## src/include/engine_consts.svh

```systemverilog
// Lane count and widths are fixed at build time and the op codes keep the host register encoding
`ifndef ENGINE_CONSTS_SVH
`define ENGINE_CONSTS_SVH

// Lane array geometry
`define ENGINE_LANES      16
`define ENGINE_DATA_W     16 // Operand and result word
`define ENGINE_ACC_W      32 // Holds a full 16x16 signed product

// Width of the op_num round count
`define ENGINE_ROUND_W    16

// Op codes seen on op_type
`define ENGINE_OP_W       3
`define ENGINE_OP_CONV    3'd1
`define ENGINE_OP_MAXPOOL 3'd4

`endif

```

## src/engine_pkg.sv

```systemverilog
// Engine types sized from the consts header so every width is fixed for one build
`default_nettype none
`include "engine_consts.svh"

package engine_pkg;

	typedef logic signed [`ENGINE_DATA_W-1:0]  data_t;  // Operand or result word
	typedef logic signed [`ENGINE_ACC_W-1:0]   acc_t;   // Per-lane accumulator

	typedef logic [$clog2(`ENGINE_LANES)-1:0]  lane_t;
	typedef logic [`ENGINE_ROUND_W-1:0]        round_t; // Round count of a job

	// Operation carried by the start pulse
	typedef enum logic [`ENGINE_OP_W-1:0] {
		op_conv    = `ENGINE_OP_CONV,
		op_maxpool = `ENGINE_OP_MAXPOOL
	} op_e;

	// Operand fetch sequencing
	typedef enum logic [1:0] {
		idle,
		fetch,
		drain
	} fetch_state_e;

endpackage

`default_nettype wire

```

## src/operand_fetch.sv

```systemverilog
// Assumes the operand FIFOs never run empty and takes start only in idle with a nonzero op_num
`timescale 1ns/10ps
`default_nettype none
`include "engine_consts.svh"

module operand_fetch (
	input  wire                       clk,
	input  wire                       rst,
	input  wire                       start,
	input  wire engine_pkg::op_e      op_type,
	input  wire engine_pkg::round_t   op_num,
	output logic                      data_rd_en,
	output logic                      weight_rd_en,
	output logic                      sample_valid,
	output engine_pkg::lane_t         sample_lane,
	output logic                      first_round,
	output logic                      last_sample,
	output engine_pkg::op_e           job_op
);

	localparam engine_pkg::lane_t last_lane = engine_pkg::lane_t'(`ENGINE_LANES - 1);

	engine_pkg::fetch_state_e state;
	engine_pkg::round_t       job_rounds; // Latched op_num
	engine_pkg::round_t       round_cnt;
	engine_pkg::lane_t        lane_cnt;   // Lane of the strobe in this cycle
	logic                     last_strobe;

	// Final lane of the final round
	assign last_strobe = (lane_cnt == last_lane) &&
		(round_cnt == job_rounds - engine_pkg::round_t'(1));

	always_ff @(posedge clk or posedge rst) begin
		if (rst) begin
			state        <= engine_pkg::idle;
			job_op       <= engine_pkg::op_conv;
			job_rounds   <= '0;
			round_cnt    <= '0;
			lane_cnt     <= '0;
			data_rd_en   <= 1'b0;
			weight_rd_en <= 1'b0;
		end else begin
			case (state)
				engine_pkg::idle: begin
					if (start && op_num != '0) begin
						state        <= engine_pkg::fetch;
						job_op       <= op_type;
						job_rounds   <= op_num;
						round_cnt    <= '0;
						lane_cnt     <= '0;
						data_rd_en   <= 1'b1;
						weight_rd_en <= (op_type == engine_pkg::op_conv); // No weights for max-pool
					end
				end
				engine_pkg::fetch: begin
					if (lane_cnt == last_lane) begin
						lane_cnt  <= '0;
						round_cnt <= round_cnt + engine_pkg::round_t'(1);
					end else begin
						lane_cnt <= lane_cnt + engine_pkg::lane_t'(1);
					end
					if (last_strobe) begin
						state        <= engine_pkg::drain;
						data_rd_en   <= 1'b0;
						weight_rd_en <= 1'b0;
					end
				end
				engine_pkg::drain: state <= engine_pkg::idle; // Last operand lands this cycle
				default: state <= engine_pkg::idle;
			endcase
		end
	end

	// Tags line up with the operand the FIFO presents one cycle after its strobe
	always_ff @(posedge clk or posedge rst) begin
		if (rst) begin
			sample_valid <= 1'b0;
			sample_lane  <= '0;
			first_round  <= 1'b0;
			last_sample  <= 1'b0;
		end else begin
			sample_valid <= data_rd_en;
			sample_lane  <= lane_cnt;
			first_round  <= (round_cnt == '0);
			last_sample  <= data_rd_en && last_strobe;
		end
	end

	// Weight reads only ever ride along with data reads of a convolution
	assert property (@(posedge clk) disable iff (rst)
		weight_rd_en |-> (data_rd_en && job_op == engine_pkg::op_conv));

endmodule

`default_nettype wire

```

## src/lane_array.sv

```systemverilog
// One operand per cycle at most and lane results are the low ENGINE_DATA_W bits of each accumulator
`timescale 1ns/10ps
`default_nettype none
`include "engine_consts.svh"

module lane_array (
	input  wire                                    clk,
	input  wire                                    rst,
	input  wire engine_pkg::data_t                 data,
	input  wire engine_pkg::data_t                 weight,
	input  wire                                    sample_valid,
	input  wire engine_pkg::lane_t                 sample_lane,
	input  wire                                    first_round,
	input  wire                                    last_sample,
	input  wire engine_pkg::op_e                   job_op,
	output logic                                   results_ready,
	output engine_pkg::data_t [`ENGINE_LANES-1:0]  lane_results
);

	engine_pkg::acc_t acc [`ENGINE_LANES];
	engine_pkg::acc_t cur;       // Accumulator of the tagged lane
	engine_pkg::acc_t sample;    // Data sign-extended
	engine_pkg::acc_t product;
	engine_pkg::acc_t lane_next;

	assign cur     = acc[sample_lane];
	assign sample  = engine_pkg::acc_t'(data);
	assign product = engine_pkg::acc_t'(data) * engine_pkg::acc_t'(weight);

	always_comb begin
		if (job_op == engine_pkg::op_maxpool) begin
			// Signed max, first round seeds the lane
			lane_next = (first_round || sample > cur) ? sample : cur;
		end else begin
			lane_next = first_round ? product : cur + product;
		end
	end

	always_ff @(posedge clk) begin
		if (sample_valid) begin
			acc[sample_lane] <= lane_next;
		end
	end

	// Last lane was updated at the same edge
	always_ff @(posedge clk or posedge rst) begin
		if (rst) begin
			results_ready <= 1'b0;
		end else begin
			results_ready <= last_sample;
		end
	end

	always_comb begin
		for (int i = 0; i < `ENGINE_LANES; i++) begin
			lane_results[i] = acc[i][`ENGINE_DATA_W-1:0]; // Wraps on overflow
		end
	end

	// The fetch stage only tags lanes that exist
	assert property (@(posedge clk) disable iff (rst)
		sample_valid |-> (32'(sample_lane) < `ENGINE_LANES));

endmodule

`default_nettype wire

```

## src/result_writeback.sv

```systemverilog
// Assumes the result FIFO is never full and a new result set never arrives mid-writeback
`timescale 1ns/10ps
`default_nettype none
`include "engine_consts.svh"

module result_writeback (
	input  wire                                        clk,
	input  wire                                        rst,
	input  wire                                        results_ready,
	input  wire engine_pkg::data_t [`ENGINE_LANES-1:0] lane_results,
	output engine_pkg::data_t                          result,
	output logic                                       result_wr_en,
	output logic                                       done
);

	localparam engine_pkg::lane_t last_lane = engine_pkg::lane_t'(`ENGINE_LANES - 1);

	engine_pkg::data_t [`ENGINE_LANES-1:0] capture_buf; // Frees the lanes for the next job
	engine_pkg::lane_t                     wb_lane;
	logic                                  active;

	always_ff @(posedge clk) begin
		if (results_ready) begin
			capture_buf <= lane_results;
		end
	end

	always_ff @(posedge clk or posedge rst) begin
		if (rst) begin
			active  <= 1'b0;
			wb_lane <= '0;
			done    <= 1'b0;
		end else begin
			done <= active && (wb_lane == last_lane); // Cycle after the last write
			if (results_ready) begin
				active  <= 1'b1;
				wb_lane <= '0;
			end else if (active) begin
				if (wb_lane == last_lane) begin
					active  <= 1'b0;
					wb_lane <= '0;
				end else begin
					wb_lane <= wb_lane + engine_pkg::lane_t'(1);
				end
			end
		end
	end

	assign result       = capture_buf[wb_lane];
	assign result_wr_en = active;

	// Fetch and lane timing must leave room for a full writeback
	assert property (@(posedge clk) disable iff (rst)
		results_ready |-> !active);

endmodule

`default_nettype wire

```

## src/engine_top.sv

```systemverilog
// No handshakes on any port so operand FIFOs must stay non-empty and the result FIFO non-full
`timescale 1ns/10ps
`default_nettype none
`include "engine_consts.svh"

module engine_top (
	input  wire                       clk,
	input  wire                       rst,
	input  wire                       start,
	input  wire engine_pkg::op_e      op_type,
	input  wire engine_pkg::round_t   op_num,
	input  wire engine_pkg::data_t    data,
	input  wire engine_pkg::data_t    weight,
	output wire                       data_rd_en,
	output wire                       weight_rd_en,
	output engine_pkg::data_t         result,
	output wire                       result_wr_en,
	output wire                       done
);

	// Fetch to lanes
	wire                                   sample_valid;
	engine_pkg::lane_t                     sample_lane;
	wire                                   first_round;
	wire                                   last_sample;
	engine_pkg::op_e                       job_op;

	// Lanes to writeback
	wire                                   results_ready;
	engine_pkg::data_t [`ENGINE_LANES-1:0] lane_results;

	operand_fetch u_fetch (
		.clk          (clk),
		.rst          (rst),
		.start        (start),
		.op_type      (op_type),
		.op_num       (op_num),
		.data_rd_en   (data_rd_en),
		.weight_rd_en (weight_rd_en),
		.sample_valid (sample_valid),
		.sample_lane  (sample_lane),
		.first_round  (first_round),
		.last_sample  (last_sample),
		.job_op       (job_op)
	);

	lane_array u_lanes (
		.clk           (clk),
		.rst           (rst),
		.data          (data),
		.weight        (weight),
		.sample_valid  (sample_valid),
		.sample_lane   (sample_lane),
		.first_round   (first_round),
		.last_sample   (last_sample),
		.job_op        (job_op),
		.results_ready (results_ready),
		.lane_results  (lane_results)
	);

	result_writeback u_wb (
		.clk           (clk),
		.rst           (rst),
		.results_ready (results_ready),
		.lane_results  (lane_results),
		.result        (result),
		.result_wr_en  (result_wr_en),
		.done          (done)
	);

endmodule

`default_nettype wire

```

## config.mk

```make
export PLATFORM = sky130hd
export DESIGN_NAME = engine_top
export DESIGN_NICKNAME = d
export VERILOG_FILES = /design/src/engine_pkg.sv /design/src/operand_fetch.sv /design/src/lane_array.sv /design/src/result_writeback.sv /design/src/engine_top.sv
export VERILOG_INCLUDE_DIRS = /design/src /design/src/include
export SDC_FILE = /design/constraint.sdc
export NUM_CORES = 2
export LEC_CHECK = 0
export BUFFER_PORTS_ARGS = -buffer_cell sky130_fd_sc_hd__buf_4
export CAP_MARGIN = 40
export CORE_MARGIN = 2
export CORE_UTILIZATION = 49
export CTS_CLUSTER_DIAMETER = 200
export CTS_CLUSTER_SIZE = 24
export DETAILED_ROUTE_END_ITERATION = 8
export MAX_ROUTING_LAYER = met4
export PLACE_DENSITY = 0.73
export SETUP_SLACK_MARGIN = 0.15
export SYNTH_ARGS = -nofsm -noshare
export SYNTH_HDL_FRONTEND = slang
export SYNTH_HIERARCHICAL = 1
export SYNTH_SLANG_ARGS = --single-unit
```

## constraint.sdc

```tcl
create_clock -name clk -period 8.6 [get_ports clk]
set_clock_uncertainty 0.15 [all_clocks]
set_input_delay 1.72 -clock clk [delete_from_list [all_inputs] [get_ports clk]]
set_output_delay 1.72 -clock clk [all_outputs]
set_load 0.01 [all_outputs]
```

==> impl_summary.md <==
Worst setup path
The critical path in this run is classified as in -> reg. The largest incremental delay on the critical path is 0.55 ns. The flop-to-flop setup slack is 2.18 ns.

The library cell contributing the largest single delay on the critical path is fa_1. The startpoint type of the worst setup path is a primary input. The number of cells on the worst reg-to-reg path is 17. Data on the critical path is required at its endpoint by 8.81 ns.

Among the stages of the critical path, the cell type that occurs most often is fa_1. Along the worst path, the maximum fanout reaches 8. The data arrival time of the critical path is 8.97 ns. The type of destination of the critical path is a flip-flop. The startpoint of the worst register-to-register path is u_fetch/sample_lane[0]$_DFF_PP0_.

In this run the critical register-to-register path is captured at u_lanes/acc[12][25]$_DFFE_PP_.

Yosys
The primary flip-flop cell chosen by synthesis mapping is edfxtp_1. The net count after synthesis is 3795. Yosys instantiated no cell more often than edfxtp_1. The share of the synthesized area in the top cell type is 0.489.

Of the total synthesized cell area, the portion taken by full adders, half adders and majority gates is 0.152. Of the total synthesized cell area, the portion taken by XOR and XNOR cells is 0.0172. Counting distinct cell types in the post-synthesis netlist gives 80. In the synthesized netlist the async set-or-reset flop fraction comes to 0.0691. The flip-flop and latch count after synthesis is 825. In the synthesized netlist, the cells that appear most often are edfxtp_1 (768), inv_1 (349), fa_1 (263). The cell count after synthesis is 3326.

The compound-cell area share of the yosys netlist is 0.0448. By area, the combinational part of the netlist is dominated by adder cells. A synthesized cell averages 14.2 um^2.

The Yosys step of the flow raised 6 warnings. Of the total synthesized cell area, the portion taken by AND, OR, NAND and NOR gates is 0.0684. The cell area after synthesis is 47200 um^2. The share of the yosys chip area belonging to registers is 0.519. By area the synthesized netlist is led by edfxtp_1 (49%), fa_1 (11%), mux4_2 (9.4%).

The largest area contributor in the netlist is edfxtp_1. Yosys mapped a number of flops with a built-in enable equal to 768. The share of cell area taken by muxes after synthesis is 0.118.

Global route
For met1 alone, demand over resource in global routing was 0.308. The global routing stage identified its most utilized layer as met2. The number of global-route vias before repair is 27.3k. For met2 alone, demand over resource in global routing was 0.364. The global routing met3 resource utilization is 0.0215.

The pin count of the biggest net entering global routing is 200. The first global-routing pass estimated 163000 um of wire. The number of antenna violations at the first check in global routing is 0. For this run, the total global-route usage over all layers was measured as 0.224. Global routing finished with a remaining overflow of 0.

Die
The number of rows in the core area is 113. The height of the die is 314 um. The core box area is 95300 um^2. The I/O pin count is 74. The floorplan step defined a die boundary enclosing 98800 um^2. The width of the die is 314 um. The starting density of the core is 0.495.

Timing
The max-slew violation total from the final report is 0. The relative max-transition margin is 0.189. The maximum clock frequency is 114 MHz.

The number of setup violations in the final report is 63. For the pin with the worst max-slew slack, the measured transition is 1.22 ns. The fraction of the cycle the final worst path needs is 1.02. Setup repair after global routing could not meet its margin everywhere. The setup slack of the critical path after layout is -0.160 ns.

The number of hold violations in the final report is 0. The post-route minimum period is 8.76 ns.

Placement
Input and output buffers added on the ports amount to 73. At the end of routability-driven placement, the weighted congestion stood at 0.899. After legalization and detailed placement, the total HPWL measured 69300 um. The placed instances occupy a cell area of 49700 um^2.

The number of placed instances, taps included, is 4565.

CTS
The maximum level of the CTS H-tree is 2. The total clock buffers created by CTS is 40. The clock passes through at most 3 buffers.

The count of hold buffers inserted by post-cts repair is 0. The root cell of the clock tree is clkbuf_16. After clock tree synthesis, the clock-pin slew on the worst setup and hold paths is 0.09 ns. The number of sinks driven by the clock tree is 825.

For the worst-skew pair, the clock arrives at the later sink with an insertion delay of 0.61 ns. TritonCTS built the clock tree.

Final layout
The repair_antennas step left the layout with diodes totalling 0. The final design area excluding fillers is 52200 um^2. The post-synthesis to final-layout area growth is 10.6%. In the final layout, the share of cells above drive strength 1 is 0.254. The number of nets in the layout is 3863. The count of cells in the finished layout, fillers not included, comes to 4674.

Routing
The remaining number of nets flagged by the antenna check after routing is 0. The first-pass iteration count of the detailed router is 8. Wires add up to 106000 um. The detailed router finished its first iteration with 2620 violations. Dividing the detail-routed wire length by the instance count gives 22.8 um. In the routed layout, each cell is associated on average with a via count of 5.76. The DRC violation count after routing is 0. The via count is 26.9k.

Status
The flow ran to the end, but the final reports show violations. The checks that failed: negative setup slack.

Hold path
The kind of path behind the tightest hold check is reg -> reg. The launch instance of the worst min-delay path is u_fetch/last_sample$_DFF_PP0_. For hold timing, the worst endpoint is u_lanes/results_ready$_DFF_PP0_. The cell depth of the worst hold path is 0.

Job
The tool flagged a number of max-cap violations equal to 0.
## timing repair
action | CTS | global route
cloned | 4 | 2
setup buffers | 24 | 22
pin swaps | 50 | 54
gates resized for setup | 107 | 94
endpoints found under the setup margin | 176 | 272
## sequential cells by signal, indices dropped and copies added, names as in the netlist
name,count
u_wb/capture_buf,256
u_fetch/last_sample,1
u_fetch/weight_rd_en,1
u_fetch/first_round,1
u_fetch/lane_cnt,4
u_fetch/round_cnt,16
u_lanes/acc,512
u_wb/wb_lane,4
u_fetch/sample_lane,4
u_lanes/results_ready,1
u_fetch/sample_valid,1
u_fetch/job_rounds,16
u_wb/result_wr_en,1
u_fetch/data_rd_en,1
u_wb/done,1
u_fetch/job_op,3
u_fetch/state,2
## through the flow
step / TNS [ns] / util / hold slack, ns / setup WS (ns)
finish: -4.09 / 0.548 / 0.228 / -0.160
global route: -34.76 / 0.548 / 0.246 / -0.415
CTS: -4.94 / 0.541 / 0.236 / -0.0885
detailed placement: -147.94 / 0.521 / 0.213 / -1.02
global placement: -135.30 / 0.519 / 0.197 / -0.876
floorplan: -11.70 / - / 0.181 / -0.323
## kinds of logic after synthesis
logic type | count (synthesis)
simple gates | 644
fa+ha+maj | 415
buf+inv | 737
flops | 825
xor+xnor | 91
compound gates | 324
mux | 290
## placed cells by master (no fill, tap or decap), types with 9 or more instances in the layout
| cell type | n |
|---|---|
| a211oi_1 | 17 |
| a21o_1 | 27 |
| a21oi_1 | 53 |
| a21oi_2 | 25 |
| a22oi_1 | 20 |
| a32oi_1 | 16 |
| and2_1 | 116 |
| and2_4 | 14 |
| buf_12 | 18 |
| buf_4 | 344 |
| buf_6 | 42 |
| clkbuf_1 | 13 |
| clkbuf_16 | 44 |
| dfrtp_1 | 47 |
| edfxtp_1 | 768 |
| fa_1 | 256 |
| ha_1 | 131 |
| ha_4 | 18 |
| inv_1 | 333 |
| inv_2 | 14 |
| mux2i_1 | 79 |
| mux4_1 | 11 |
| mux4_2 | 197 |
| nand2_1 | 227 |
| nand2b_1 | 26 |
| nand3_1 | 11 |
| nand4_1 | 19 |
| nor2_1 | 86 |
| nor2_4 | 13 |
| nor2b_1 | 12 |
| nor3_1 | 15 |
| nor4_1 | 20 |
| o21ai_0 | 37 |
| o21ai_1 | 27 |
| o21ai_2 | 9 |
| xnor2_1 | 57 |
| xor2_1 | 22 |
## how the worst max path moves through the flow
stage | start | endpoint
after floorplan | data[15] | u_lanes/acc[0][30]$_DFFE_PP_
after CTS | data[7] | u_lanes/acc[12][28]$_DFFE_PP_
final | data[7] | u_lanes/acc[0][30]$_DFFE_PP_
after global placement | data[5] | u_lanes/acc[10][30]$_DFFE_PP_
after detailed placement | data[5] | u_lanes/acc[12][30]$_DFFE_PP_
after global routing | data[7] | u_lanes/acc[0][30]$_DFFE_PP_
## worst max-delay path, delay by kind of cell
kind	cells	cell delay (ns)
compound gates	8	1.40
fa+ha+maj	8	3.52
simple gates	6	1.31
xor+xnor	2	0.34
buf+inv	6	0.66
## area by class of cell
class                      instances  area, um^2
fill                            7517       43100
sequential                       825       24500
timing repair buffer             413        3620
inverter                         349        1320
tap                             1265        1580
clock inverter                     2        32.5
multi-input combinational       1765       20000
clock buffer                      55        1100
## layer usage
metal / up-vias / part of all wire
met3: 132 / 0.066
met2: 1016 / 0.50
li1: 11784 / -
met5: - / 0
met1: 13993 / 0.41
met4: 0 / 0.023
Power is left out: the tool's default activity adds up to more than one toggle a clock period on the data nets, which glitch-free logic cannot reach.
